===== src/verilog/tlb_consts.svh =====
`ifndef TLB_CONSTS_SVH
`define TLB_CONSTS_SVH

// joint TLB geometry
`define TLB_ENTRIES 16
`define TLB_IDX_W   4

`define VPN2_W 19
`define PFN_W  20
`define ASID_W 8

// EntryHi fields
`define EHI_VPN2_HI 31
`define EHI_VPN2_LO 13
`define EHI_ASID_HI 7
`define EHI_ASID_LO 0

// EntryLo fields
`define ELO_PFN_HI 25
`define ELO_PFN_LO 6
`define ELO_C_HI   5
`define ELO_C_LO   3
`define ELO_D      2
`define ELO_V      1
`define ELO_G      0

// cache attribute for uncached pages
`define UNCACHED_C 3'd2

// address bit that picks the odd page of a pair
`define VA_ODD_BIT 12

`endif


===== src/verilog/tlb_pkg.sv =====
`include "tlb_consts.svh"

package tlb_pkg;

    // addresses and CP0 words
    typedef logic [31:0] vaddr_t;
    typedef logic [31:0] cp0_word_t;

    // page numbering
    typedef logic [`VPN2_W-1:0] vpn2_t;
    typedef logic [`PFN_W-1:0]  pfn_t;

    typedef logic [`ASID_W-1:0] asid_t;

    // C field of EntryLo
    typedef logic [2:0] cattr_t;

    // entry addressing
    typedef logic [`TLB_IDX_W-1:0]   tlb_idx_t;
    typedef logic [`TLB_ENTRIES-1:0] entry_onehot_t;

endpackage


===== src/verilog/tlb_entry.sv =====
`timescale 1ns/100ps
`include "tlb_consts.svh"

module tlb_entry (
    input  logic               i_aclk,
    input  logic               i_rst_n,
    input  logic               i_wr_en,
    input  tlb_pkg::vpn2_t     i_wr_vpn2,
    input  tlb_pkg::asid_t     i_wr_asid,
    input  logic               i_wr_g,
    input  tlb_pkg::cp0_word_t i_wr_lo0,
    input  tlb_pkg::cp0_word_t i_wr_lo1,
    input  tlb_pkg::asid_t     i_cur_asid,
    input  tlb_pkg::vpn2_t     i_inst_vpn2,
    input  tlb_pkg::vpn2_t     i_data_vpn2,
    input  tlb_pkg::vpn2_t     i_probe_vpn2,
    output logic               o_inst_hit,
    output logic               o_data_hit,
    output logic               o_probe_hit,
    output tlb_pkg::vpn2_t     o_vpn2,
    output tlb_pkg::asid_t     o_asid,
    output logic               o_g,
    output tlb_pkg::cp0_word_t o_lo0,
    output tlb_pkg::cp0_word_t o_lo1
);

    tlb_pkg::vpn2_t     vpn2_q;
    tlb_pkg::asid_t     asid_q;
    logic               g_q;
    tlb_pkg::cp0_word_t lo0_q;
    tlb_pkg::cp0_word_t lo1_q;
    logic               asid_ok;

    // the whole mapping clears so that every V bit starts low
    always_ff @(posedge i_aclk or negedge i_rst_n) begin
        if (!i_rst_n) begin
            vpn2_q <= '0;
            asid_q <= '0;
            g_q    <= 1'b0;
            lo0_q  <= '0;
            lo1_q  <= '0;
        end else if (i_wr_en) begin
            vpn2_q <= i_wr_vpn2;
            asid_q <= i_wr_asid;
            g_q    <= i_wr_g;
            lo0_q  <= i_wr_lo0;
            lo1_q  <= i_wr_lo1;
        end
    end

    // global pages ignore the ASID
    assign asid_ok = g_q | (asid_q == i_cur_asid);

    // three parallel compares
    assign o_inst_hit  = asid_ok & (vpn2_q == i_inst_vpn2);
    assign o_data_hit  = asid_ok & (vpn2_q == i_data_vpn2);
    assign o_probe_hit = asid_ok & (vpn2_q == i_probe_vpn2);

    assign o_vpn2 = vpn2_q;
    assign o_asid = asid_q;
    assign o_g    = g_q;
    assign o_lo0  = lo0_q;
    assign o_lo1  = lo1_q;

    // decoder must stay quiet while the core is held in reset
    a_no_write_in_reset: assert property (
        @(posedge i_aclk)
        !i_rst_n |-> !i_wr_en
    );

endmodule


===== config.mk =====
export PLATFORM = sky130hd
export DESIGN_NAME = tlb_entry
export DESIGN_NICKNAME = d
export VERILOG_FILES = /design/src/verilog/tlb_pkg.sv /design/src/verilog/tlb_entry.sv
export VERILOG_INCLUDE_DIRS = /design/src /design/src/verilog
export SDC_FILE = /design/constraint.sdc
export NUM_CORES = 1
export LEC_CHECK = 0
export ABC_AREA = 0
export BUFFER_PORTS_ARGS = -buffer_cell sky130_fd_sc_hd__buf_2
export CORE_MARGIN = 2
export CORE_UTILIZATION = 46
export DETAILED_ROUTE_END_ITERATION = 8
export PLACE_DENSITY = 0.84
export SLEW_MARGIN = 15
export SYNTH_ARGS = -nofsm -noshare
export SYNTH_HDL_FRONTEND = slang
export SYNTH_SLANG_ARGS = --single-unit

===== constraint.sdc =====
create_clock -name i_aclk -period 2.6 [get_ports i_aclk]
set_input_delay 0.13 -clock i_aclk [delete_from_list [all_inputs] [get_ports i_aclk]]
set_output_delay 0.13 -clock i_aclk [all_outputs]
set_load 0.03 [all_outputs]

# After elaboration in Yosys (flattened, before gate mapping)
# Index checks and enable logic that the tools add are counted.
# classes
eq_ne	4
n_bitwise	4
# op_table
op	count
19-bit == test	3
8-bit == test	1
1-bit AND	3
1-bit OR	1
# totals
regBits	92
in_bits	160
out_inout_bits	95
wordCells	13

# Longest topological paths before layout
# Gate-level depths: netlist of the first run.
# logic_depth
ltp_word	3
mapped_depth	4
mapped_depth_nobuf	4

# Worst setup path before layout of the first run
# Ideal clock, no wire load.
# synth_timing
path_type	reg-to-output
from	register asid_q[6] (netlist: o_asid[6])
to	output port o_data_hit
t_arrival_ns	1.782
required_ns	2.470
setup_slack_ns	0.688
path_stages_with_launch	5
n_path_buf	0
path_cell_list	dfrtp_1 xor2_1 nor4_1 a21oi_1 nor3_1
# synth_between
elab_chain_len	3
# synth_lines
item	line	source
start, declared	tlb_entry.sv:28	tlb_pkg::asid_t asid_q;
start signal, assigned	tlb_entry.sv:44	asid_q <= i_wr_asid;
8-bit == test	tlb_entry.sv:52	assign asid_ok = g_q | (asid_q == i_cur_asid);
1-bit OR	tlb_entry.sv:52	
1-bit AND	tlb_entry.sv:56	assign o_data_hit = asid_ok & (vpn2_q == i_data_vpn2);
end, declared	tlb_entry.sv:18	output logic o_data_hit,
# No other way between the ends.

# Worst setup path in the final report of the first run
# layout_timing
from	register vpn2_q[4] (netlist: o_vpn2[4])
to	output port o_data_hit
# layout_between
elab_chain_len	2
# layout_lines
item	line	source
start, declared	tlb_entry.sv:27	tlb_pkg::vpn2_t vpn2_q;
start signal, assigned	tlb_entry.sv:43	vpn2_q <= i_wr_vpn2;
19-bit == test	tlb_entry.sv:56	
1-bit AND	tlb_entry.sv:56	
# No other way between the ends.

==> impl_metrics.json, run 1 <==
{
  "setup_viol": 0,
  "synthesis.area_sq_mm": 0.00410,
  "vdd_drop_max_uv": 360,
  "total_power_w": 0.00363,
  "seq_area_sq_mm": 0.00230,
  "ys_types": 10,
  "drt_wl_total_microns": 12000,
  "avgSynthCellArea_sq_um": 14.5,
  "area_growth_pct": 47.0,
  "async_flop_share": 1.00,
  "total_leakage_power_nw": 2.97,
  "grt_pass1_vias": 3692,
  "switchingPower_w": 0.00117,
  "antenna_left": 0,
  "cts_tree": "done",
  "path_class": "reg -> out",
  "outcome": "finished clean",
  "synth_top_family_by_area": "multiplexers",
  "start_kind": "flip-flop",
  "netlist_top_cells_count": "92 x dfrtp_1, 92 x mux2_2, 56 x xor2_1, 14 x nor4_1, 10 x buf_2",
  "avgViaCountPerCell": 4.98,
  "seqPwrFrac": 0.466,
  "synth_area_leaders": "dfrtp_1 56%, mux2_2 25%, xor2_1 12%, nor4_1 2.1%, xnor2_1 1.9%",
  "yosysTopAreaCell": "dfrtp_1",
  "via_count": 3414,
  "rsz0062_at_grt": "false",
  "overflow": 0,
  "synthSimpleGateAreaFrac": 0.0333,
  "coreArea_sq_mm": 0.00868,
  "cts_setup_buffers": 0,
  "ys_warn_count": 0,
  "ys.flop_type": "dfrtp_1",
  "synth.area.mux_share": 0.253,
  "ys_ff_latch": 92,
  "worst_pin_slew_ps": 683,
  "path_delay_family": "simple AND/OR/NAND/NOR gates",
  "grt_start_max_net_pins": 52,
  "cts-root-buf": "clkbuf_8",
  "antenna_found_initial": 1,
  "die-height_microns": 98.4,
  "max_cap_viol_count": 0,
  "power.internal_w": 0.00246,
  "seq_area_frac_synth": 0.562,
  "grt_pass1_wl_microns": 18900,
  "max_stage_delay_ps": 450,
  "core.rowCount": 34,
  "comb_power_share": 0.273,
  "hold_violations": 0,
  "clock_sinks": 92,
  "swShare": 0.324,
  "die_w_microns": 98.4,
  "synth_compound_area_frac": 0.00122,
  "finalSetupTns_ps": 0,
  "hp-class": "in -> reg",
  "synth_enable_flop_cells": 0,
  "cts.repair.resized": 0,
  "multi_input_area_sq_mm": 0.00175,
  "post_route_cells_drive_above_1_share": 0.627,
  "die_area_sq_mm": 0.00968,
  "power_per_cell_area_mw_per_mm2": 603,
  "crit_chain": "xor2_1, nor4_1, nand4_1, nor3_1, buf_2",
  "wl_per_cell_microns": 17.5,
  "fill_cells": 623,
  "syn_inst": 283,
  "relSlewSlack": 0.545,
  "synth_xor_area_frac": 0.139,
  "finalCritPeriodShare": 0.810,
  "cts_buffers": 9,
  "fin_crit_ps": 2110,
  "critical_path_buf_inv_count": 1,
  "insertion_delay_ps": 330,
  "slew_viol_final": 0,
  "synth_top_area_share": 0.562,
  "htreeDepth": 3,
  "drtIter0Drc": 105,
  "grt.total_usage": 0.249,
  "port_buffers": 254,
  "fmax_mhz": 475,
  "synthAdderAreaFrac": 0,
  "clock_skew_ps": 0,
  "clockBufferDepth": 2,
  "critPathArrivalTime_ps": 1980,
  "firstDrtPassIters": 4,
  "slowest_stage": "dfrtp_1",
  "start_util": 0.472,
  "cts.clk_slew.worst_paths_ps": 90,
  "dp_hpwl_microns": 8960,
  "drc": 0,
  "syn_nets": 443,
  "fin_nets": 733,
  "path_max_fanout": 5,
  "clkPwrFrac": 0.261,
  "endpoint_kind": "output pin",
  "gp_congestion": 0.968,
  "io_pins": 255,
  "worstPathRequired_ps": 2470
}
-- layout by cell type, fill, tap and decap left out, drive strengths merged --
cell type and instances:
a21oi 1, buf 256, bufinv 1, clkbuf 11, clkinv 1, clkinvlp 2
dfrtp 92, diode 1, dlygate4sd3 33, mux2 92, nand3 3, nand4 3
nor3 3, nor4 14, xnor2 9, xor2 56
-- registers in the layout, summed over array words and instances (netlist names) --
register	cells
o_lo1	32
o_vpn2	19
o_g	1
o_asid	8
o_lo0	32
-- area by class of cell --
class | count | share of cell area
Antenna cell | 1 | 0.000415
Clock buffer | 11 | 0.0235
Clock inverter | 4 | 0.00831
Multi-Input combinational cell | 181 | 0.290
Sequential cell | 92 | 0.382
Tap cell | 108 | 0.0224
Timing Repair Buffer | 289 | 0.273
-- power by group through the flow --
stage | clock (W) | sequential, W | combinational, W
2_1_floorplan | 0 | 0.00200 | 0.000281
3_3_place_gp | 0 | 0.00171 | 0.000943
3_5_place_dp | 0 | 0.00172 | 0.000954
4_1_cts | 0.000969 | 0.00169 | 0.000994
5_1_grt | 0.00103 | 0.00171 | 0.00105
6_report | 0.000947 | 0.00169 | 0.000992
-- worst paths after layout --
kind	start	to	cells after the start	slack (ps)
min in group asynchronous	i_rst_n	o_asid[3]$_DFFE_PN0P_	2	370
max in group asynchronous	i_rst_n	o_vpn2[0]$_DFFE_PN0P_	3	1540
setup / recovery	o_vpn2[4]$_DFFE_PN0P_	o_data_hit	5	490
hold / removal	i_wr_lo0[4]	o_lo0[4]$_DFFE_PN0P_	2	10
hold reg to reg	o_lo0[17]$_DFFE_PN0P_	o_lo0[17]$_DFFE_PN0P_	1	510
setup reg to reg	o_vpn2[1]$_DFFE_PN0P_	o_vpn2[1]$_DFFE_PN0P_	1	1690
-- per-stage QoR --
step / cell area [sq um] / cells / worst slack [ps] / hold slack, ps / util
6_report: 6020 / 686 / 495 / 11.3 / 0.694
5_1_grt: 6020 / 686 / 339 / 1.92 / 0.694
4_1_cts: 6010 / 684 / 480 / 0.224 / 0.693
3_5_place_dp: 5500 / 637 / 871 / 219 / 0.634
3_3_place_gp: 5500 / 637 / 876 / 190 / 0.634
2_1_floorplan: 4100 / 283 / 688 / -166 / -
-- layer usage --
layer,vias up,wire length (microns),GRT usage
met1,1638,4410,0.292
met5,-,0,0
met4,0,423,0.115
met3,30,825,0.0515
met2,169,6370,0.439
li1,1577,-,-
-- timing repair --
action,in CTS,in global routing
hold buffers,32,1
setup endpoints to repair,0,0
endpoints found under the hold margin,81,1
-- kinds of logic after synthesis --
kind of cell | after synthesis
simple gates | 23
buf+inv | 10
mux | 92
compound gates | 1
flops | 92
xor+xnor | 65
Note: power is estimated with default switching activity, not from simulation.
==> run 2: changes to the inputs <==
Settings changed: CORE_UTILIZATION 46 to 43, PLACE_DENSITY 0.84 to 0.79.
Clock period 2.6 ns to 2 ns, I/O delays scaled along.
==> impl_metrics.json, run 2 (synthesized netlist as in run 1, its figures left out) <==
{
  "slew_viol_final": 0,
  "post_route_cells_drive_above_1_share": 0.601,
  "power_per_cell_area_mw_per_mm2": 705,
  "hp-class": "in -> reg",
  "postPlaceCellArea_sq_mm": 0.00556,
  "core.rowCount": 35,
  "fin_crit_ps": 1950,
  "dp_slack_ps": 333,
  "comb_power_share": 0.301,
  "area_growth_pct": 64.9,
  "slowest_stage": "dfrtp_1",
  "grt_pass1_vias": 3933,
  "wl_per_cell_microns": 17.2,
  "total_leakage_power_nw": 3.24,
  "clock_skew_ps": 0,
  "crit_chain": "xor2_1, nor4_2, a21oi_2, nor3_1, buf_4",
  "relSlewSlack": 0.576,
  "antennaDiodeCount": 0,
  "clockBufferDepth": 2,
  "drtIter0Drc": 87,
  "grt.total_usage": 0.247,
  "finalCritPeriodShare": 0.977,
  "grt_start_max_net_pins": 48,
  "max_stage_delay_ps": 420,
  "cts_tree": "done",
  "dp_hpwl_microns": 8870,
  "rsz0062_at_grt": "true",
  "switchingPower_w": 0.00157,
  "start_kind": "flip-flop",
  "path_max_fanout": 3,
  "final_cell_mix": "249 x buf_2, 93 x dlygate4sd3_1, 92 x mux2_2",
  "overflow": 0,
  "gp_congestion": 0.822,
  "worst_slack_ps": 45.3,
  "finish.instance_area_sq_mm": 0.00676,
  "critical_path_buf_inv_count": 1,
  "io_pins": 255,
  "die_w_microns": 102,
  "place_inst": 661,
  "drc": 0,
  "worst_pin_slew_ps": 635,
  "max_cap_viol_count": 0,
  "clkPwrFrac": 0.238,
  "hold_violations": 0,
  "endpoint_kind": "output pin",
  "path_class": "reg -> out",
  "swShare": 0.329,
  "start_util": 0.444,
  "final_common_cell": "buf_2",
  "setup_viol": 0,
  "outcome": "finished clean",
  "die-height_microns": 102,
  "layout.cells.non_filler": 770,
  "htreeDepth": 3,
  "path_delay_family": "simple AND/OR/NAND/NOR gates",
  "worstPathRequired_ps": 1900,
  "seqPwrFrac": 0.461,
  "vdd_drop_max_uv": 488,
  "critPathArrivalTime_ps": 1850,
  "die_area_sq_mm": 0.0103,
  "via_count": 3698,
  "avgViaCountPerCell": 4.80,
  "power.internal_w": 0.00320,
  "clock_sinks": 92,
  "firstDrtPassIters": 4,
  "cts_buffers": 9,
  "insertion_delay_ps": 350,
  "drt_wl_total_microns": 13200,
  "cts.clk_slew.worst_paths_ps": 80,
  "port_buffers": 254,
  "antenna_left": 0,
  "fmax_mhz": 512,
  "grt_pass1_wl_microns": 19200,
  "fin_nets": 797,
  "antenna_found_initial": 0,
  "coreArea_sq_mm": 0.00924,
  "cts-root-buf": "clkbuf_8"
}
## run 2: cell types whose count changed in the layout (fill, tap and decap cells not counted), sizes merged
cell / delta
clkbuf: +1
diode: -1
dlygate4sd3: +60
clkinv: +2
buf: +4
bufinv: -1
clkinvlp: -2
## run 2: cell type report
| cell class | instances | area [sq um] |
|---|---|---|
| Fill cell | 588 | 2480 |
| Sequential cell | 92 | 2310 |
| Tap cell | 129 | 161 |
| Timing Repair Buffer | 353 | 2300 |
| Clock inverter | 3 | 22.5 |
| Multi-Input combinational cell | 181 | 1810 |
| Clock buffer | 12 | 155 |
## run 2: final timing paths
check	end	from	cells past startpoint	slack (ps)
max	o_inst_hit	o_asid[6]$_DFFE_PN0P_	5	50
min	o_lo1[10]$_DFFE_PN0P_	i_wr_en	2	270
max reg2reg	o_vpn2[0]$_DFFE_PN0P_	o_vpn2[0]$_DFFE_PN0P_	1	1140
min reg2reg	o_lo1[18]$_DFFE_PN0P_	o_lo1[18]$_DFFE_PN0P_	1	500
max in group asynchronous	o_lo1[5]$_DFFE_PN0P_	i_rst_n	3	1020
min in group asynchronous	o_lo1[0]$_DFFE_PN0P_	i_rst_n	2	290
## run 2: stage by stage
stage                     TNS (ps)  hold WS, ps  total power, W   util
after CTS                        0          248         0.00479  0.724
after global routing          -154          252         0.00500  0.732
final                            0          274         0.00477  0.732
after floorplan                  0         -196         0.00296      -
after detailed placement         0          157         0.00347  0.602
after global placement           0          149         0.00344  0.602
## run 2: layer usage
| layer | wire, microns | global-route usage | vias to the layer above |
|---|---|---|---|
| met3 | 878 | 0.0732 | 46 |
| met5 | 0 | 0 | - |
| li1 | - | - | 1694 |
| met1 | 4610 | 0.243 | 1783 |
| met4 | 623 | 0.130 | 0 |
| met2 | 7110 | 0.461 | 175 |
## run 2: repair_timing
action,in CTS,in global routing
pin swaps,3,3
resized for setup,6,16
endpoints found under the setup margin,2,3
hold buffers,93,0
setup buffers,0,1
endpoints found under the hold margin,138,0
## run 2: power by group through the flow
| stage | Clock (W) | Combinational, W | Sequential, W |
|---|---|---|---|
| 2_1_floorplan | 0 | 0.000365 | 0.00260 |
| 4_1_cts | 0.00120 | 0.00139 | 0.00219 |
| 3_3_place_gp | 0 | 0.00122 | 0.00221 |
| 6_report | 0.00114 | 0.00143 | 0.00220 |
| 5_1_grt | 0.00126 | 0.00151 | 0.00223 |
| 3_5_place_dp | 0 | 0.00124 | 0.00223 |
