`src/verilog/tlb_consts.svh`:
```
`ifndef TLB_CONSTS_SVH
`define TLB_CONSTS_SVH

// joint TLB geometry
`define TLB_ENTRIES 16
`define TLB_IDX_W   4

`define VPN2_W 19
`define PFN_W  20
`define ASID_W 8

// EntryHi fields
`define EHI_VPN2_HI 31
`define EHI_VPN2_LO 13
`define EHI_ASID_HI 7
`define EHI_ASID_LO 0

// EntryLo fields
`define ELO_PFN_HI 25
`define ELO_PFN_LO 6
`define ELO_C_HI   5
`define ELO_C_LO   3
`define ELO_D      2
`define ELO_V      1
`define ELO_G      0

// cache attribute for uncached pages
`define UNCACHED_C 3'd2

// address bit that picks the odd page of a pair
`define VA_ODD_BIT 12

`endif

```
`src/verilog/tlb_pkg.sv`:
```
`include "tlb_consts.svh"

package tlb_pkg;

    // addresses and CP0 words
    typedef logic [31:0] vaddr_t;
    typedef logic [31:0] cp0_word_t;

    // page numbering
    typedef logic [`VPN2_W-1:0] vpn2_t;
    typedef logic [`PFN_W-1:0]  pfn_t;

    typedef logic [`ASID_W-1:0] asid_t;

    // C field of EntryLo
    typedef logic [2:0] cattr_t;

    // entry addressing
    typedef logic [`TLB_IDX_W-1:0]   tlb_idx_t;
    typedef logic [`TLB_ENTRIES-1:0] entry_onehot_t;

endpackage

```
`src/verilog/tlb_lookup_merge.sv`:
```
`timescale 1ns/100ps
`include "tlb_consts.svh"

module tlb_lookup_merge (
    input  logic                   i_aclk,
    input  logic                   i_rst_n,
    input  logic                   i_inst_req,
    input  tlb_pkg::vaddr_t        i_inst_vaddr,
    input  logic                   i_data_req,
    input  tlb_pkg::vaddr_t        i_data_vaddr,
    input  logic                   i_data_write,
    input  logic                   i_tlbp,
    input  logic                   i_tlbr,
    input  tlb_pkg::cp0_word_t     i_index,
    input  tlb_pkg::entry_onehot_t i_inst_hit,
    input  tlb_pkg::entry_onehot_t i_data_hit,
    input  tlb_pkg::entry_onehot_t i_probe_hit,
    input  tlb_pkg::vpn2_t         i_vpn2 [`TLB_ENTRIES],
    input  tlb_pkg::asid_t         i_asid [`TLB_ENTRIES],
    input  tlb_pkg::entry_onehot_t i_g,
    input  tlb_pkg::cp0_word_t     i_lo0 [`TLB_ENTRIES],
    input  tlb_pkg::cp0_word_t     i_lo1 [`TLB_ENTRIES],
    output logic                   o_inst_valid,
    output tlb_pkg::pfn_t          o_inst_pfn,
    output logic                   o_inst_uncached,
    output logic                   o_inst_refill,
    output logic                   o_inst_invalid,
    output logic                   o_data_valid,
    output tlb_pkg::pfn_t          o_data_pfn,
    output logic                   o_data_uncached,
    output logic                   o_data_refill,
    output logic                   o_data_invalid,
    output logic                   o_data_modify,
    output logic                   o_cp0_valid,
    output tlb_pkg::cp0_word_t     o_index,
    output tlb_pkg::cp0_word_t     o_entryhi,
    output tlb_pkg::cp0_word_t     o_entrylo0,
    output tlb_pkg::cp0_word_t     o_entrylo1
);

    tlb_pkg::tlb_idx_t  inst_idx;
    tlb_pkg::tlb_idx_t  data_idx;
    tlb_pkg::tlb_idx_t  probe_idx;
    tlb_pkg::tlb_idx_t  rd_idx;
    tlb_pkg::cp0_word_t inst_lo;
    tlb_pkg::cp0_word_t data_lo;

    logic               inst_req_q;
    logic               data_req_q;
    logic               probe_q;
    logic               read_q;
    logic               inst_hit_q;
    logic               data_hit_q;
    logic               probe_hit_q;
    logic               data_write_q;
    tlb_pkg::vaddr_t    inst_va_q;
    tlb_pkg::vaddr_t    data_va_q;
    tlb_pkg::cp0_word_t inst_lo_q;
    tlb_pkg::cp0_word_t data_lo_q;
    tlb_pkg::tlb_idx_t  probe_idx_q;
    tlb_pkg::cp0_word_t rd_hi_q;
    tlb_pkg::cp0_word_t rd_lo0_q;
    tlb_pkg::cp0_word_t rd_lo1_q;

    // {pfn, uncached, refill, invalid, modify}
    logic [`PFN_W+3:0]  inst_res;
    logic [`PFN_W+3:0]  data_res;

    // lowest index wins
    function automatic tlb_pkg::tlb_idx_t first_idx(tlb_pkg::entry_onehot_t hits);
        tlb_pkg::tlb_idx_t idx;
        idx = '0;
        for (int i = `TLB_ENTRIES - 1; i >= 0; i--) begin
            if (hits[i]) begin
                idx = tlb_pkg::tlb_idx_t'(i);
            end
        end
        return idx;
    endfunction

    function automatic logic [`PFN_W+3:0] xlate(tlb_pkg::vaddr_t va, logic hit,
                                                 tlb_pkg::cp0_word_t lo, logic wr);
        tlb_pkg::cattr_t c;
        logic            refill;
        logic            inval;
        c      = lo[`ELO_C_HI:`ELO_C_LO];
        refill = !hit;
        inval  = hit && !lo[`ELO_V];
        // kseg0/kseg1 are direct mapped, bit 29 picks kseg1
        if (va[31:30] == 2'b10) begin
            return {3'b000, va[28:`VA_ODD_BIT], va[29], 3'b000};
        end
        return {lo[`ELO_PFN_HI:`ELO_PFN_LO], c == `UNCACHED_C, refill, inval,
                wr && hit && lo[`ELO_V] && !lo[`ELO_D]};
    endfunction

    assign inst_idx  = first_idx(i_inst_hit);
    assign data_idx  = first_idx(i_data_hit);
    assign probe_idx = first_idx(i_probe_hit);
    assign rd_idx    = i_index[`TLB_IDX_W-1:0];

    assign inst_lo = i_inst_vaddr[`VA_ODD_BIT] ? i_lo1[inst_idx] : i_lo0[inst_idx];
    assign data_lo = i_data_vaddr[`VA_ODD_BIT] ? i_lo1[data_idx] : i_lo0[data_idx];

    // lookup stage
    always_ff @(posedge i_aclk or negedge i_rst_n) begin
        if (!i_rst_n) begin
            inst_req_q <= 1'b0;
            data_req_q <= 1'b0;
            probe_q    <= 1'b0;
            read_q     <= 1'b0;
        end else begin
            inst_req_q <= i_inst_req;
            data_req_q <= i_data_req;
            probe_q    <= i_tlbp;
            read_q     <= i_tlbr;
        end
    end

    always_ff @(posedge i_aclk) begin
        inst_va_q    <= i_inst_vaddr;
        inst_hit_q   <= |i_inst_hit;
        inst_lo_q    <= inst_lo;
        data_va_q    <= i_data_vaddr;
        data_hit_q   <= |i_data_hit;
        data_lo_q    <= data_lo;
        data_write_q <= i_data_write;
        probe_hit_q  <= |i_probe_hit;
        probe_idx_q  <= probe_idx;
        rd_hi_q      <= {i_vpn2[rd_idx], {(`EHI_VPN2_LO - `ASID_W){1'b0}}, i_asid[rd_idx]};
        rd_lo0_q     <= i_lo0[rd_idx];
        rd_lo1_q     <= i_lo1[rd_idx];
        // G goes back into both halves
        rd_lo0_q[`ELO_G] <= i_g[rd_idx];
        rd_lo1_q[`ELO_G] <= i_g[rd_idx];
    end

    assign inst_res = xlate(inst_va_q, inst_hit_q, inst_lo_q, 1'b0);
    assign data_res = xlate(data_va_q, data_hit_q, data_lo_q, data_write_q);

    // result stage, outputs hold until the next request
    always_ff @(posedge i_aclk or negedge i_rst_n) begin
        if (!i_rst_n) begin
            o_inst_valid    <= 1'b0;
            o_inst_pfn      <= '0;
            o_inst_uncached <= 1'b0;
            o_inst_refill   <= 1'b0;
            o_inst_invalid  <= 1'b0;
            o_data_valid    <= 1'b0;
            o_data_pfn      <= '0;
            o_data_uncached <= 1'b0;
            o_data_refill   <= 1'b0;
            o_data_invalid  <= 1'b0;
            o_data_modify   <= 1'b0;
            o_cp0_valid     <= 1'b0;
            o_index         <= '0;
            o_entryhi       <= '0;
            o_entrylo0      <= '0;
            o_entrylo1      <= '0;
        end else begin
            o_inst_valid <= inst_req_q;
            o_data_valid <= data_req_q;
            o_cp0_valid  <= probe_q | read_q;
            if (inst_req_q) begin
                {o_inst_pfn, o_inst_uncached, o_inst_refill, o_inst_invalid} <=
                    inst_res[`PFN_W+3:1];
            end
            if (data_req_q) begin
                {o_data_pfn, o_data_uncached, o_data_refill, o_data_invalid,
                 o_data_modify} <= data_res;
            end
            if (probe_q) begin
                // bit 31 flags a probe miss
                o_index <= probe_hit_q ? tlb_pkg::cp0_word_t'(probe_idx_q) : 32'h8000_0000;
            end
            if (read_q) begin
                o_entryhi  <= rd_hi_q;
                o_entrylo0 <= rd_lo0_q;
                o_entrylo1 <= rd_lo1_q;
            end
        end
    end

    a_inst_exc_exclusive: assert property (
        @(posedge i_aclk) disable iff (!i_rst_n)
        o_inst_valid |-> !(o_inst_refill && o_inst_invalid)
    );

    a_data_exc_exclusive: assert property (
        @(posedge i_aclk) disable iff (!i_rst_n)
        o_data_valid |-> !(o_data_refill && o_data_invalid)
    );

endmodule

```
`config.mk`:
```
export PLATFORM = sky130hd
export DESIGN_NAME = tlb_lookup_merge
export DESIGN_NICKNAME = d
export VERILOG_FILES = /design/src/verilog/tlb_pkg.sv /design/src/verilog/tlb_lookup_merge.sv
export VERILOG_INCLUDE_DIRS = /design/src /design/src/verilog
export SDC_FILE = /design/constraint.sdc
export NUM_CORES = 2
export LEC_CHECK = 0
export ABC_AREA = 1
export BUFFER_PORTS_ARGS = -buffer_cell sky130_fd_sc_hd__buf_4
export CORE_AREA = 2 2 702 704
export DETAILED_ROUTE_END_ITERATION = 12
export DIE_AREA = 0 0 704 706
export SYNTH_ARGS = -nofsm -noshare
export SYNTH_HDL_FRONTEND = slang
export SYNTH_SLANG_ARGS = --single-unit
```
`constraint.sdc`:
```
create_clock -name i_aclk -period 2.8 [get_ports i_aclk]
set_input_delay 0.14 -clock i_aclk [delete_from_list [all_inputs] [get_ports i_aclk]]
set_output_delay 0.14 -clock i_aclk [all_outputs]
set_load 0.02 [all_outputs]
```
== Word-level counts from Yosys, hierarchy flattened ==
Index checks and enable logic that the tools add are counted.
Word-level totals
  register bits after elaboration: 392
  input bits: 1623
  output and inout port bits: 178
Cells by class
  bitwise operators: 4
  equality and inequality tests: 4
  mux-type cells: 82
  reduce and logical (&&, ||, !) cells: 16
  order comparisons: 4
Operators by type and width (count)
  32-bit binary-select mux with 4-bit select: 6
  26-bit two-way mux: 10
  32-bit two-way mux: 5
  4-bit two-way mux: 40
  24-bit two-way mux: 4
  19-bit binary-select mux with 4-bit select: 1
  16-bit OR reduction: 3
  19-bit two-way mux: 2
  8-bit binary-select mux with 4-bit select: 1
  8-bit two-way mux: 2
  5-bit >= comparator (second input constant): 3
  4-bit inverter with 5-bit output: 3
  3-bit two-way mux: 4
  8-bit OR reduction: 1
  3-bit by 2-bit == test with 1-bit output (second input constant): 2
  1-bit logical AND: 5
  1-bit logical NOT: 5
  4-bit by 5-bit < comparator with 1-bit output (second input constant): 1
  1-bit binary-select mux with 4-bit select: 1
  2-bit == test (second input constant): 2
  1-bit two-way mux: 4
  2-bit two-way mux: 2
  4-bit OR reduction: 1
  2-bit OR reduction: 1
  1-bit bitwise OR: 1

== Logic depth before layout (Yosys ltp) ==
  depth in word-level cells: 21
  mapped depth: 26

== Worst setup path before layout ==
No wires, ideal clock.
  path type: input -> register
  from: input port i_data_hit[11]
  to: register data_lo_q[5]
  setup time: 113 ps
  cell stages on the path: 10
  buffers on the path: 2
  path slack: 1057 ps
  arrival: 1630 ps
  path through: nor4_1 nand2_1 a21oi_1 clkbuf_1 buf_1 nand3_1 nand3_1 nand2_1 nand2_1 nand2_1
On the way
  longest elaborated chain between the ends: 17
  elaborated cells on any way between the ends: 20
  classes of those cells: mux (19); bitwise (1)
RTL lines
  from (decl): line tlb_lookup_merge.sv:16  | input tlb_pkg::entry_onehot_t i_data_hit,
  4-bit two-way mux * (12 in a row): line tlb_lookup_merge.sv:74  | if (hits[i]) begin
  4-bit inverter with 5-bit output (implied by the code) *: line tlb_lookup_merge.sv:103  | assign data_lo = i_data_vaddr[`VA_ODD_BIT] ? i_lo1[data_idx] : i_lo0[data_idx];
  32-bit binary-select mux with 4-bit select: line tlb_lookup_merge.sv:103
  26-bit two-way mux (implied by the code) (2 in a row): line tlb_lookup_merge.sv:103
  26-bit two-way mux *: line tlb_lookup_merge.sv:103
  net data_lo[5]: line tlb_lookup_merge.sv:46  | tlb_pkg::cp0_word_t data_lo;
  to (signal assigned): line tlb_lookup_merge.sv:126  | data_lo_q <= data_lo;
  to (decl): line tlb_lookup_merge.sv:59  | tlb_pkg::cp0_word_t data_lo_q;
Mark *: on every way through the listed nets, which the timed path passes. The rest lies on a longest branch. The select of a mux whose other input is x is not followed.
A chain may end at the register's enable or synchronous reset.

== Worst setup path after layout ==
  from: input port i_inst_hit[14]
  to: register inst_lo_q[21]
On the way
  longest elaborated chain between the ends: 20
  elaborated cells on any way between the ends: 23
  classes of those cells: mux (22); bitwise (1)
RTL lines
  from (decl): line tlb_lookup_merge.sv:15  | input tlb_pkg::entry_onehot_t i_inst_hit,
  4-bit two-way mux * (15 in a row): line tlb_lookup_merge.sv:74
  4-bit inverter with 5-bit output (implied by the code) *: line tlb_lookup_merge.sv:102  | assign inst_lo = i_inst_vaddr[`VA_ODD_BIT] ? i_lo1[inst_idx] : i_lo0[inst_idx];
  32-bit binary-select mux with 4-bit select: line tlb_lookup_merge.sv:102
  26-bit two-way mux (implied by the code) (2 in a row): line tlb_lookup_merge.sv:102
  26-bit two-way mux *: line tlb_lookup_merge.sv:102
  net inst_lo[21]: line tlb_lookup_merge.sv:45  | tlb_pkg::cp0_word_t inst_lo;
  to (signal assigned): line tlb_lookup_merge.sv:123  | inst_lo_q <= inst_lo;
  to (decl): line tlb_lookup_merge.sv:58  | tlb_pkg::cp0_word_t inst_lo_q;
Marks and branches as above.

==> out/qor.txt <==
Clock skew -> 0.0758 ns
Initial drt markers -> 8557
TritonCTS clock tree -> done
Final Instance Area -> 73800 um^2
Clock latency on the worst-skew pair -> 0.78 ns
CP max FO -> 31
Critical Path RT -> 3.47 ns
Root Buffer -> clkbuf_16
Hold Path Origin -> i_lo1[107]
Total GRT Usage -> 18.7%
Max_cap viols -> 0
Switching Share -> 44.5%
Area fraction of the dominant cell type after synthesis -> 26.1%
Layout cells sized above 1 -> 25.9%
Pre-CTS setup slack -> -0.905 ns
Io pins -> 1801
HP Class -> primary input to flip-flop
Register area -> 7480 um^2
Lkg Pwr -> 34.8 nW
Setup WS post-layout -> 0.0686 ns
Vias in the first global route -> 62500
Switching power -> 11.7 mW
Final hold vios -> 0
#FFs+latches synth -> 336
DP Area -> 67000 um^2
Worst path top cell family by delay -> simple AND/OR/NAND/NOR gates
Post-route ant nets -> 0
Routed len/inst -> 30.0 um
Post-synthesis async set-or-reset flop share -> 44.3%
Most frequent cells in the layout -> nand3_1, buf_4, nand2_1
Die width -> 704 um
Worst path bufs/invs -> 6
Total gr overflow -> 0
Synthesized cell area -> 42300 um^2
Fin nets -> 11300
Crit path launch -> i_inst_hit[14]
Global-route wire length before repair -> 621000 um
Flop pwr share -> 22.5%
Drt first pass iters -> 11
Clock-pin slew on the worst setup and hold paths -> 0.08 ns
Register area share after synthesis -> 17.6%
Ys Warns -> 0
Site row count -> 257
Worst hold slack -> 0.00632 ns
Slew headroom -> 11.5%
Avg Inst Size Synth -> 5.58 um^2
Initial antenna violation count -> 317
Crit Reg-Reg Startpoint -> read_q$_DFF_PN0_
Max-slew violation count -> 0
Total power -> 26.4 mW
DR vias -> 67300
Post-synth cell types -> 35
Post-Syn Instances -> 7583
Initial core utilization -> 8.66%
Routed vias/inst -> 4.12
Final Setup Violations -> 0
Post-synth top flop -> dfxtp_1
Crit-path most repeated cell -> nand2_1
Crit path launch type -> primary input
Die area -> 497000 um^2
Highest clock rate -> 366 MHz
Port bufs -> 1684
Worst Setup Path Type -> primary input to flip-flop
Most common cell after layout, fill and taps aside -> nand3_1
Worst IR Drop VDD -> 0.550 mV
Routability Congestion -> 0.980
CTS buffer count -> 52
Clock share of power -> 28.1%
Setup TNS -> 0 ns
Largest net degree at the start of global routing -> 104
Crit end category -> flip-flop
Power Internal -> 14.7 mW
Largest stage delay, worst path -> 0.54 ns
Die Span Y -> 706 um
Slowest CP cell -> dlygate4sd3_1
WL final -> 489000 um
# fillers -> 56700
Largest cells by area after synthesis -> nand3_1, nand2_1, inv_1, dfxtp_1, dfrtp_1
Area of the multi-input gates -> 28000 um^2
Clock Sinks -> 336
Slew @ Worst Pin -> 1.32 ns
H-tree levels -> 2
Crit path DAT -> 3.40 ns
Tmin final -> 2.73 ns
Area delta synth->final -> 74.2%
Dpl hpwl -> 415000 um
# DRC -> 0
Combinational fraction of design power -> 49.3%
Status -> complete, no violations
EDFF count, synth -> 0
Pwr dens -> 358 nW/um^2
Core area -> 489000 um^2
Final period utilization -> 97.6%
Clk buf depth -> 3
Cell taking the most area after synthesis -> nand3_1
==> cells in the mapped netlist (18+ instances only) <==
cell      number
nand3_1     2210
nand2_1     1356
inv_1       1021
o21ai_0      661
a21oi_1      565
clkbuf_1     416
buf_2        246
dfxtp_1      187
mux2i_1      162
o211ai_1     160
dfrtp_1      149
nor2_1       110
mux2_2        90
o221ai_1      86
buf_1         56
buf_4         35
a31oi_1       18
==> final timing paths <==
check                           depth (start not counted)  slack [ns]                         end
worst min register to register                          1        0.45      o_index[0]$_DFFE_PN0P_
worst min-delay path                                    5       0.006        rd_lo1_q[11]$_DFF_P_
min in group asynchronous                               3        0.17  o_entrylo1[18]$_DFFE_PN0P_
worst max-delay path                                   28        0.07       inst_lo_q[21]$_DFF_P_
worst max register to register                          2        0.94  o_entrylo1[24]$_DFFE_PN0P_
max in group asynchronous                               3        2.26  o_data_pfn[14]$_DFFE_PN0P_
==> routing by layer <==
metal / wire, um / global-route usage, % / vias to the layer above / share of wire (%)
met3: 57500 / 7.15 / 1033 / 12
li1: - / - / 29800 / -
met2: 213000 / 29.1 / 4706 / 44
met4: 33900 / 11.0 / 132 / 6.9
met1: 183000 / 21.8 / 31600 / 37
met5: 944 / 0.135 / - / 0.19
==> what timing repair did <==
action | 4_1_cts | 5_1_grt
hold buffers | 455 | 0
gates cloned | 0 | 0
buffers inserted | 0 | 1
pin swaps | 0 | 1
hold endpoints to repair | 309 | 0
endpoints found under the setup margin | 1 | 20
resized for setup | 1 | 9
==> layout make-up <==
type                    count  area share, %
diodes                    146          0.495
clock buffers              61           1.88
repair buffers           2737           32.6
multi-input cells        5495           38.0
flip-flops and latches    336           10.1
inverters                1027           5.31
well taps                6475           11.0
clock inverters            37          0.585
==> metrics by stage <==
step                      cells  util, %
final                     16300     15.1
after CTS                 16200     15.0
after floorplan            7614        -
after detailed placement  15600     13.7
after global routing      16300     15.1
after global placement    15600     13.7
==> power by group through the flow <==
stage                     sequential, mW  combinational [mW]  clock (mW)
final                               5.96                13.0        7.43
after detailed placement            6.10                12.3           0
after floorplan                     6.13                4.56           0
after CTS                           6.01                13.1        7.85
after global placement              6.09                12.3           0
after global routing                6.02                13.9        7.93
==> logic make-up after synthesis <==
family | synth area share (%)
AND/OR/NAND/NOR | 39.4
AO/OA/AOI/OAI | 19.8
flip-flops | 17.6
other | 0.00886
buffers and inverters | 16.9
multiplexers | 6.22
==> tightest hold or removal path, cell delays in order <==
cell	delay, ns
buf_4	0.09
o21ai_0	0.07
nand2_1	0.11
o221ai_1	0.13
nand2_1	0.19
==> registers in the layout, summed over array words and instances, names as in the netlist, 4 cells and up <==
register,cells
data_va_q,20
inst_va_q,20
o_inst_pfn,20
probe_idx_q,4
o_index,5
o_entrylo0,31
o_entryhi,27
o_entrylo1,32
rd_lo1_q,32
data_lo_q,25
rd_lo0_q,31
inst_lo_q,24
rd_hi_q,27
o_data_pfn,20
(Power assumes the default switching activity.)
