==> src/verilog/tlb_consts.svh <==
`ifndef TLB_CONSTS_SVH
`define TLB_CONSTS_SVH

// joint TLB geometry
`define TLB_ENTRIES 16
`define TLB_IDX_W   4

`define VPN2_W 19
`define PFN_W  20
`define ASID_W 8

// EntryHi fields
`define EHI_VPN2_HI 31
`define EHI_VPN2_LO 13
`define EHI_ASID_HI 7
`define EHI_ASID_LO 0

// EntryLo fields
`define ELO_PFN_HI 25
`define ELO_PFN_LO 6
`define ELO_C_HI   5
`define ELO_C_LO   3
`define ELO_D      2
`define ELO_V      1
`define ELO_G      0

// cache attribute for uncached pages
`define UNCACHED_C 3'd2

// address bit that picks the odd page of a pair
`define VA_ODD_BIT 12

`endif

==> src/verilog/tlb_pkg.sv <==
`include "tlb_consts.svh"

package tlb_pkg;

    // addresses and CP0 words
    typedef logic [31:0] vaddr_t;
    typedef logic [31:0] cp0_word_t;

    // page numbering
    typedef logic [`VPN2_W-1:0] vpn2_t;
    typedef logic [`PFN_W-1:0]  pfn_t;

    typedef logic [`ASID_W-1:0] asid_t;

    // C field of EntryLo
    typedef logic [2:0] cattr_t;

    // entry addressing
    typedef logic [`TLB_IDX_W-1:0]   tlb_idx_t;
    typedef logic [`TLB_ENTRIES-1:0] entry_onehot_t;

endpackage

==> src/verilog/tlb_cmd_decode.sv <==
`timescale 1ns/100ps
`include "tlb_consts.svh"

module tlb_cmd_decode (
    input  logic                   i_aclk,
    input  logic                   i_rst_n,
    input  logic                   i_tlbwi,
    input  logic                   i_tlbwr,
    input  tlb_pkg::cp0_word_t     i_entryhi,
    input  tlb_pkg::cp0_word_t     i_entrylo0,
    input  tlb_pkg::cp0_word_t     i_entrylo1,
    input  tlb_pkg::cp0_word_t     i_index,
    input  tlb_pkg::cp0_word_t     i_random,
    output tlb_pkg::entry_onehot_t o_wr_en,
    output tlb_pkg::vpn2_t         o_wr_vpn2,
    output tlb_pkg::asid_t         o_wr_asid,
    output logic                   o_wr_g,
    output tlb_pkg::cp0_word_t     o_wr_lo0,
    output tlb_pkg::cp0_word_t     o_wr_lo1
);

    tlb_pkg::tlb_idx_t wr_idx;
    logic              wr_any;

    // keep PFN, C, D and V; G lives once per entry
    function automatic tlb_pkg::cp0_word_t lo_fields(tlb_pkg::cp0_word_t lo);
        tlb_pkg::cp0_word_t f;
        f = '0;
        f[`ELO_PFN_HI:`ELO_V] = lo[`ELO_PFN_HI:`ELO_V];
        return f;
    endfunction

    // write-random takes its slot from Random
    assign wr_idx = i_tlbwi ? i_index[`TLB_IDX_W-1:0] : i_random[`TLB_IDX_W-1:0];
    assign wr_any = i_tlbwi | i_tlbwr;

    always_comb begin
        o_wr_en = '0;
        if (wr_any) begin
            o_wr_en[wr_idx] = 1'b1;
        end
    end

    assign o_wr_vpn2 = i_entryhi[`EHI_VPN2_HI:`EHI_VPN2_LO];
    assign o_wr_asid = i_entryhi[`EHI_ASID_HI:`EHI_ASID_LO];
    // page pair is global only if both halves say so
    assign o_wr_g    = i_entrylo0[`ELO_G] & i_entrylo1[`ELO_G];
    assign o_wr_lo0  = lo_fields(i_entrylo0);
    assign o_wr_lo1  = lo_fields(i_entrylo1);

    a_write_strobes_onehot: assert property (
        @(posedge i_aclk) disable iff (!i_rst_n)
        !(i_tlbwi && i_tlbwr)
    );

    a_wr_en_single: assert property (
        @(posedge i_aclk) disable iff (!i_rst_n)
        $onehot0(o_wr_en)
    );

endmodule

==> config.mk <==
export PLATFORM = sky130hd
export DESIGN_NAME = tlb_cmd_decode
export DESIGN_NICKNAME = d
export VERILOG_FILES = /design/src/verilog/tlb_pkg.sv /design/src/verilog/tlb_cmd_decode.sv
export VERILOG_INCLUDE_DIRS = /design/src /design/src/verilog
export SDC_FILE = /design/constraint.sdc
export NUM_CORES = 1
export LEC_CHECK = 0
export BUFFER_PORTS_ARGS = -buffer_cell sky130_fd_sc_hd__buf_2
export CORE_AREA = 3 3 106 108
export DETAILED_ROUTE_END_ITERATION = 6
export DIE_AREA = 0 0 109 111
export SYNTH_ARGS = -nofsm -noshare
export SYNTH_HDL_FRONTEND = slang
export SYNTH_SLANG_ARGS = --single-unit
==> constraint.sdc <==
create_clock -name vclk -period 2.77
set_input_delay 0.4155 -clock vclk [all_inputs]
set_output_delay 0.4155 -clock vclk [all_outputs]
set_load 0.03 [all_outputs]
# Word-level counts from Yosys, hierarchy flattened
# Cells that the tools add are included.
[classes] n_bitwise=2 mux=4 magnitude_cmp=2 n_reduce_logical=1
[op_table] cell="16-bit 2-to-1 mux" count=1
[op_table] cell="4-bit by 5-bit less-than comparator with 1-bit output (second input constant)" count=1
[op_table] cell="1-bit demux with 4-bit select" count=1
[op_table] cell="4-bit by 1-bit greater-or-equal comparator with 1-bit output (second input constant)" count=1
[op_table] cell="4-bit 2-to-1 mux" count=1
[op_table] cell="1-bit AND" count=1
[op_table] cell="1-bit logical AND" count=1
[op_table] cell="1-bit 2-to-1 mux" count=1
[op_table] cell="1-bit bitwise OR" count=1
[totals] ff_bits=0 elab_cells=9 input_bits=164 out_inout_bits=108

# Logic depth before layout (Yosys ltp)
# Gate-level depths: netlist of run 1.
[logic_depth] depth_word=6 depth_mapped=3 ltp_nobuf=2

# Worst setup path before layout of run 1
# Ideal clock, no wire load.
[synth_path] path_kind="input to output" startpoint="input port i_random[0]" endpoint="output port o_wr_en[12]" required_ps=2355 path_stages=2 path_slack_ps=832 t_arrival_ps=1523 cell_sequence="or4b_4 > a22oi_1"
[synth_via] elab_chain_cells=6 elab_cells_between_ends=7
[synth_rtl] item="from (decl)" line_no="tlb_cmd_decode.sv:13" source="input tlb_pkg::cp0_word_t i_random,"
[synth_rtl] item="4-bit 2-to-1 mux (*)" line_no="tlb_cmd_decode.sv:34" source="assign wr_idx = i_tlbwi ? i_index[`TLB_IDX_W-1:0] : i_random[`TLB_IDX_W-1:0];"
[synth_rtl] item="4-bit by 5-bit less-than comparator with 1-bit output (implied by the code) / 4-bit by 1-bit greater-or-equal comparator with 1-bit output (equally long branches)" line_no="tlb_cmd_decode.sv:40" source="o_wr_en[wr_idx] = 1'b1;"
[synth_rtl] item="1-bit logical AND (implied by the code)" line_no="tlb_cmd_decode.sv:40"
[synth_rtl] item="1-bit 2-to-1 mux (implied by the code)" line_no="tlb_cmd_decode.sv:40"
[synth_rtl] item="1-bit demux with 4-bit select (*)" line_no="tlb_cmd_decode.sv:40"
[synth_rtl] item="16-bit 2-to-1 mux (*)" line_no="tlb_cmd_decode.sv:39" source="if (wr_any) begin"
[synth_rtl] item="to (decl)" line_no="tlb_cmd_decode.sv:14" source="output tlb_pkg::entry_onehot_t o_wr_en,"
# Mark *: on every way between the ends. The rest lies on a longest branch, timed or not.

# Worst setup path in the final report of run 1
[layout_path] startpoint="input port i_tlbwi" endpoint="output port o_wr_en[12]"
[layout_via] elab_chain_cells=6 elab_cells_between_ends=8
[layout_rtl] item="from (decl)" line_no="tlb_cmd_decode.sv:7" source="input logic i_tlbwi,"
[layout_rtl] item="4-bit 2-to-1 mux" line_no="tlb_cmd_decode.sv:34"
[layout_rtl] item="4-bit by 5-bit less-than comparator with 1-bit output (implied by the code) / 4-bit by 1-bit greater-or-equal comparator with 1-bit output (equally long branches)" line_no="tlb_cmd_decode.sv:40"
[layout_rtl] item="1-bit logical AND (implied by the code)" line_no="tlb_cmd_decode.sv:40"
[layout_rtl] item="1-bit 2-to-1 mux (implied by the code)" line_no="tlb_cmd_decode.sv:40"
[layout_rtl] item="1-bit demux with 4-bit select" line_no="tlb_cmd_decode.sv:40"
[layout_rtl] item="16-bit 2-to-1 mux (*)" line_no="tlb_cmd_decode.sv:39"
# Marked as above.

==> results.json, run 1 <==
{
  "ff_latch_area_um2": 0,
  "dr.pass1.iters": 4,
  "global_route_wire_length_before_repair_mm": 3.33,
  "numSequentialCells": 0,
  "yosys.cell_types.count": 15,
  "critPathLaunch": "i_tlbwi",
  "synthesis.area_um2": 975,
  "timing_worst_setup_path_type": "primary input to output port",
  "globalRouteTotalUtil_pct": 3.33,
  "synthTopCellsByArea": "buf_4 70%, a22oi_1 12%, nand3b_1 3.9%, or3b_4 2.3%, or3b_1 1.8%",
  "postSynthAreaPerCell_um2": 7.74,
  "final_min_period_over_clock_period_pct": 74.4,
  "ir_drop_mv": 0.0172,
  "floorplan.initialDensity_pct": 9.44,
  "post-synth-top-count-cell": "buf_4",
  "worst-endpoint-arrival_ps": 1640,
  "remaining_drc_errors": 0,
  "synthSimpleGateAreaFrac_pct": 15.5,
  "finish.net_count": 242,
  "maxCapViolations": 0,
  "final_layout_size_suffix_gt1_share_pct": 46.1,
  "wl_per_cell_um": 11.2,
  "cts_setup_buffers": 0,
  "setup_viol_count_final": 0,
  "rsz0062_at_grt": "false",
  "muxShareOfSynthArea_pct": 0,
  "drt_iter0_markers": 25,
  "power.static_leakage_uw": 0.000258,
  "hold_violations": 0,
  "synthXorXnorAreaFrac_pct": 0,
  "synth_compound_gate_area_share_pct": 12.8,
  "worst_ep_required_time_ps": 2350,
  "number_of_global_route_vias_before_repair": 563,
  "num-clock-buffers": 0,
  "max_freq_mhz": 486,
  "via_count": 597,
  "top_level_ports": 272,
  "finish.instance_area_um2": 644,
  "critical_path.max_fanout": 16,
  "synth.largest_area_cell": "buf_4",
  "yosys_warnings": 0,
  "fillCellCount": 1209,
  "category_of_the_worst_setup_path_launch_point": "primary input",
  "ys_seq_area_share_pct": 0,
  "path_category_of_the_worst_min_delay_check": "primary input to output port",
  "synth_commonest_cells": "91 x buf_4, 15 x a22oi_1, 5 x nand3b_1",
  "die_height_um": 111,
  "power-per-cell-area_nw_per_um2": 136,
  "main_combinational_cell_family_by_area_after_synthesis": "buffers and inverters",
  "ant_nets": 0,
  "numPortBuffers": 29,
  "holdCritStartpoint": "i_entrylo0[12]",
  "synth_top_cell_area_share_pct": 70.1,
  "die_area_um2": 12100,
  "timing.final.ws_setup_ps": 710,
  "cts-hold-fix-buffers": 0,
  "place_congestion": 0.722,
  "worst_setup_path_end_kind": "output port",
  "die_x_um": 109,
  "timing.final.max_slew_violations": 0,
  "vias_per_cell": 2.82,
  "p_total_uw": 87.5,
  "pre_cts_slack_ps": 728,
  "pin_count_of_the_biggest_net_entering_global_routing": 17,
  "synthToLayoutAreaGrowth_pct": -33.9,
  "rows": 37,
  "ctsResizeCount": 0,
  "timing.setup.tns_ps": 0,
  "min_path_cells": 0,
  "overflow": 0,
  "core_um2": 10300,
  "post-route-min-period_ps": 2060,
  "finalWirelength_mm": 2.38,
  "yosys.area_share.adder_pct": 0,
  "post_dp_cell_area_um2": 644,
  "num_antenna_cells": 0,
  "run_status": "completed",
  "antenna_found_initial": 2,
  "synthesized_instance_count": 126
}
-- kinds of logic (layout without fill, tap and decap cells) --
kind of cell,after synthesis,count (layout)
buf+inv,92,29
compound gates,16,16
simple gates,17,17
other cells,1,14
-- cell type report --
| cell class | count | area, um^2 | share of cell area [%] |
|---|---|---|---|
| Tap cell | 136 | 170 | 26.4 |
| Multi-Input combinational cell | 47 | 329 | 51.1 |
| Timing Repair Buffer | 29 | 145 | 22.5 |
-- layout by cell type, fill, tap and decap left out, drive strengths merged --
| master | instances |
|---|---|
| or3b | 4 |
| and2 | 1 |
| nand3 | 2 |
| nand4bb | 2 |
| or4b | 1 |
| a22oi | 16 |
| nand3b | 5 |
| conb | 14 |
| buf | 29 |
| or3 | 1 |
| nand4b | 1 |
-- per-stage QoR --
| step | hold WS, ps | std cells | utilization (%) |
|---|---|---|---|
| 6_report | 831 | 212 | 6.24 |
| 3_5_place_dp | 831 | 212 | 6.24 |
| 2_1_floorplan | 963 | 139 | - |
| 3_3_place_gp | 831 | 212 | 6.24 |
| 5_1_grt | 831 | 212 | 6.24 |
| 4_1_cts | 831 | 212 | 6.24 |
-- final timing paths --
path / to
max: o_wr_en[12]
min: o_wr_lo0[12]
-- per-layer routing --
layer / track usage [%] / vias to the layer above / wire [um] / share of wire, %
met4: 2.36 / 4 / 160 / 6.7
met5: 0 / - / 27 / 1.1
met2: 4.79 / 74 / 939 / 39
met3: 2.15 / 42 / 383 / 16
li1: - / 224 / - / -
met1: 3.47 / 253 / 868 / 37
-- worst max-delay path, stage by stage --
cell	delay [ps]
buf_2	180
or4b_4	570
a22oi_1	220
buf_2	260
-- power by group --
group	switching [uW]	total, uW	leakage [uW]	internal, uW
clock	0	0	0	0
sequential	0	0	0	0
combinational	65.4	87.5	0.000258	22.1
total	65.4	87.5	0.000258	22.1
(Power assumes the default switching activity.)
==> run 2: changes to the inputs <==
CORE_AREA = 3 3 105 107   (was 3 3 106 108)
DIE_AREA = 0 0 108 110   (was 0 0 109 111)
clock period = 1.91 ns   (was 2.77 ns; I/O delays follow)
==> run 2 against run 1 <==
  * Non-clock buffer count did not move
  * Power rose by 47%
  * Flip-flop and latch count did not move
  * Critical path depth did not move
  * Worst hold slack got worse by 260 ps
  * Wire length rose by 18%
  * Combinational power rose by 46%
  * Via count fell by 0.17%
  * Sequential share of layout area did not move
==> results.json, run 2 (synthesis results as in run 1) <==
{
  "core_um2": 10200,
  "ctsResizeCount": 0,
  "numSequentialCells": 0,
  "critical_path.max_fanout": 16,
  "pin_count_of_the_biggest_net_entering_global_routing": 17,
  "drt_iter0_markers": 26,
  "category_of_the_worst_setup_path_launch_point": "primary input",
  "remaining_drc_errors": 0,
  "cts-hold-fix-buffers": 0,
  "share_comb_of_total_power_pct": 100.0,
  "timing.final.max_slew_violations": 0,
  "crit_path_cell_trace": "buf_2, or3_2, a22oi_1, buf_2",
  "numPortBuffers": 29,
  "num_antenna_cells": 0,
  "max_stage_delay_ps": 540,
  "global_route_wire_length_before_repair_mm": 3.80,
  "via_count": 596,
  "finish.instance_area_um2": 644,
  "worst_ep_required_time_ps": 1620,
  "p_int_uw": 32.1,
  "timing.final.ws_setup_ps": 94.6,
  "place_congestion": 0.700,
  "setup_viol_count_final": 0,
  "antenna_found_initial": 0,
  "path_category_of_the_worst_min_delay_check": "primary input to output port",
  "max_freq_mhz": 551,
  "ff_latch_area_um2": 0,
  "post_dp_cell_area_um2": 644,
  "rsz0062_at_grt": "false",
  "dr.pass1.iters": 4,
  "ant_nets": 0,
  "critPathBufInv": 2,
  "floorplan.initialDensity_pct": 9.53,
  "post-route-min-period_ps": 1820,
  "power-per-cell-area_nw_per_um2": 199,
  "final_min_period_over_clock_period_pct": 95.0,
  "hold_violations": 0,
  "min_path_cells": 0,
  "sw_frac_of_total_pct": 75.0,
  "timing.setup.tns_ps": 0,
  "ir_drop_mv": 0.0699,
  "die_x_um": 108,
  "finalWirelength_mm": 2.81,
  "power.static_leakage_uw": 0.000258,
  "run_status": "completed",
  "cp_common_cell": "buf_2",
  "die_height_um": 110,
  "critPathTopFamily": "simple AND/OR/NAND/NOR gates",
  "number_of_global_route_vias_before_repair": 575,
  "worst_setup_path_end_kind": "output port",
  "holdCritStartpoint": "i_entrylo0[12]",
  "wl_per_cell_um": 13.3,
  "post-route-util_pct": 6.30,
  "timing.hold.worst_endpoint": "o_wr_lo0[12]",
  "final_cell_mix": "29 x buf_2, 15 x a22oi_1, 14 x conb_1",
  "synthToLayoutAreaGrowth_pct": -33.9,
  "mostFrequentLayoutCell": "buf_2",
  "net-switching-power_uw": 96.1,
  "clkPwrFrac_pct": 0,
  "timing_worst_setup_path_type": "primary input to output port",
  "pre_cts_slack_ps": 112,
  "critical_path.slowest_cell": "or3_2",
  "final_layout_size_suffix_gt1_share_pct": 46.1,
  "globalRouteTotalUtil_pct": 4.24,
  "worst-endpoint-arrival_ps": 1530,
  "maxCapViolations": 0,
  "top_level_ports": 272,
  "vias_per_cell": 2.81,
  "finish.net_count": 242,
  "overflow": 0,
  "cts_setup_buffers": 0,
  "seq_power_share_pct": 0,
  "rows": 37,
  "num-clock-buffers": 0,
  "die_area_um2": 11900
}
==> run 2: cell counts in the layout (fill, tap and decap cells not counted) <==
No cell type changed its count.
==> run 2: through the flow <==
stage	hold WS, ps	cells	total power, uW
2_1_floorplan	705	139	414
3_3_place_gp	573	212	124
3_5_place_dp	573	212	127
4_1_cts	573	212	127
5_1_grt	573	212	138
6_report	573	212	128
==> run 2: area by class of cell <==
class,instances,area [um^2]
Timing Repair Buffer,29,145
Fill cell,1200,9590
Multi-Input combinational cell,47,329
Tap cell,136,170
==> run 2: how the worst max path moves through the flow <==
stage / startpoint / to / cells after the start
after global placement: i_tlbwi / o_wr_en[12] / 4
after floorplan: i_random[0] / o_wr_en[12] / 2
after detailed placement: i_tlbwi / o_wr_en[2] / 4
after global routing: i_tlbwi / o_wr_en[0] / 4
final: i_tlbwi / o_wr_en[2] / 4
after CTS: i_tlbwi / o_wr_en[8] / 4
==> run 2: metal layers <==
metal | part of all wire, % | global-route usage [%] | vias up
met1 | 37 | 4.87 | 266
met2 | 37 | 5.82 | 57
met4 | 14 | 6.40 | 0
met3 | 12 | 0.291 | 50
met5 | 0 | 0 | -
li1 | - | - | 223
==> run 2: power by group through the flow <==
stage / Combinational, uW / Sequential [uW] / Clock, uW
2_1_floorplan: 414 / 0 / 0
3_3_place_gp: 124 / 0 / 0
3_5_place_dp: 127 / 0 / 0
4_1_cts: 127 / 0 / 0
5_1_grt: 138 / 0 / 0
6_report: 128 / 0 / 0
==> run 3: changes to the inputs <==
PLACE_DENSITY = 0.4   (was unset)
==> run 3 against run 2 <==
  * Maximum frequency fell by 0.89%
  * Utilization grew 0.073 points
  * Setup slack got worse by 16 ps
  * Combinational power about the same
  * Sequential share of layout area unchanged
  * Power down 0.47%
  * Non-clock buffer count is the same
  * Worst hold slack unchanged
  * First-iteration DRC count rose by 23%
  * Die area unchanged
  * Largest power group unchanged
  * Largest cell class unchanged
  * Highest routed layer is now met5
  * Critical path depth is the same
==> results.json, run 3 (synthesis results as in run 1) <==
{
  "setup_viol_count_final": 0,
  "core_um2": 10200,
  "timing.final.max_slew_violations": 0,
  "critPathLaunch": "i_tlbwi",
  "pin_count_of_the_biggest_net_entering_global_routing": 17,
  "top_level_ports": 272,
  "rows": 37,
  "remaining_drc_errors": 0,
  "post-route-min-period_ps": 1830,
  "critical_path.max_fanout": 16,
  "cts-hold-fix-buffers": 0,
  "maxCapViolations": 0,
  "place_inst": 212,
  "worst_setup_path_end_kind": "output port",
  "finish.net_count": 242,
  "num-clock-buffers": 0,
  "max_freq_mhz": 546,
  "numSequentialCells": 0,
  "run_status": "completed",
  "die_height_um": 110,
  "drt_iter0_markers": 32,
  "ff_latch_area_um2": 0,
  "setup.worst_path.end": "o_wr_en[2]",
  "fillCellCount": 1200,
  "floorplan.initialDensity_pct": 9.53,
  "die_x_um": 108,
  "timing_worst_setup_path_type": "primary input to output port",
  "path_category_of_the_worst_min_delay_check": "primary input to output port",
  "wl_per_cell_um": 13.5,
  "via_count": 571,
  "layout.cells.non_filler": 213,
  "final_layout_size_suffix_gt1_share_pct": 47.4,
  "dr.pass1.iters": 4,
  "power-per-cell-area_nw_per_um2": 196,
  "globalRouteTotalUtil_pct": 4.44,
  "die_area_um2": 11900,
  "finish.instance_area_um2": 652,
  "worst_ep_required_time_ps": 1620,
  "rsz0062_at_grt": "false",
  "global_route_wire_length_before_repair_mm": 3.85,
  "finalWirelength_mm": 2.88,
  "post_dp_cell_area_um2": 644,
  "synthToLayoutAreaGrowth_pct": -33.1,
  "worst-endpoint-arrival_ps": 1550,
  "overflow": 0,
  "power.static_leakage_uw": 0.000258,
  "place_congestion": 0.647,
  "final_min_period_over_clock_period_pct": 95.9,
  "vias_per_cell": 2.68,
  "timing.final.ws_setup_ps": 78.3,
  "final_cell_mix": "29 x buf_2, 14 x a22oi_1, 14 x conb_1",
  "ir_drop_mv": 0.0277,
  "holdWs_ps": 573,
  "category_of_the_worst_setup_path_launch_point": "primary input",
  "ant_nets": 0,
  "numPortBuffers": 29,
  "antenna_found_initial": 2,
  "number_of_global_route_vias_before_repair": 578,
  "hold_violations": 0,
  "pre_cts_slack_ps": -1.23,
  "mostFrequentLayoutCell": "buf_2"
}
[run 3: timing repair]
| item | in CTS | in global routing |
|---|---|---|
| buffers inserted | 0 | 0 |
| resized for setup | 1 | 0 |
| setup endpoints to repair | 1 | 0 |
[run 3: area by class of cell]
cell class	instances	area [um^2]	share of cell area, %
Multi-Input combinational cell	47	334	51.2
Tap cell	136	170	26.1
Timing Repair Buffer	29	145	22.3
Antenna cell	1	2.50	0.384
[run 3: metal layers]
| metal | wire [um] | GRT usage, % | up-vias |
|---|---|---|---|
| met4 | 387 | 6.13 | 4 |
| met2 | 920 | 5.02 | 47 |
| met3 | 646 | 3.55 | 50 |
| li1 | - | - | 226 |
| met1 | 898 | 4.20 | 244 |
| met5 | 26 | 0 | - |
[run 3: worst min-delay path by stage]
stage / startpoint / end / slack, ps / cells past startpoint
after floorplan: i_entryhi[0] / o_wr_asid[0] / 700 / 1
after global placement: i_entrylo0[21] / o_wr_lo0[21] / 570 / 0
after detailed placement: i_entrylo0[21] / o_wr_lo0[21] / 570 / 0
after CTS: i_entrylo0[21] / o_wr_lo0[21] / 570 / 0
after global routing: i_entrylo0[5] / o_wr_lo0[5] / 570 / 0
final: i_entrylo0[10] / o_wr_lo0[10] / 570 / 0
[run 3: stage by stage]
stage	utilization, %	total power (uW)	setup TNS, ps
2_1_floorplan	-	414	0
3_3_place_gp	6.30	125	-20.1
3_5_place_dp	6.30	127	-1.23
4_1_cts	6.35	127	0
5_1_grt	6.35	138	0
6_report	6.37	128	0
[run 3: worst max-delay path: stages]
cell and delay [ps]:
buf_2 180, or3_2 560, a22oi_1 270, buf_2 250
[run 3: where the power goes]
group           leakage [uW]  internal [uW]  total [uW]  switching, uW
Combinational       0.000258           32.3         128           95.3
Sequential                 0              0           0              0
Clock          0.00000000634      0.0000700   0.0000700              0
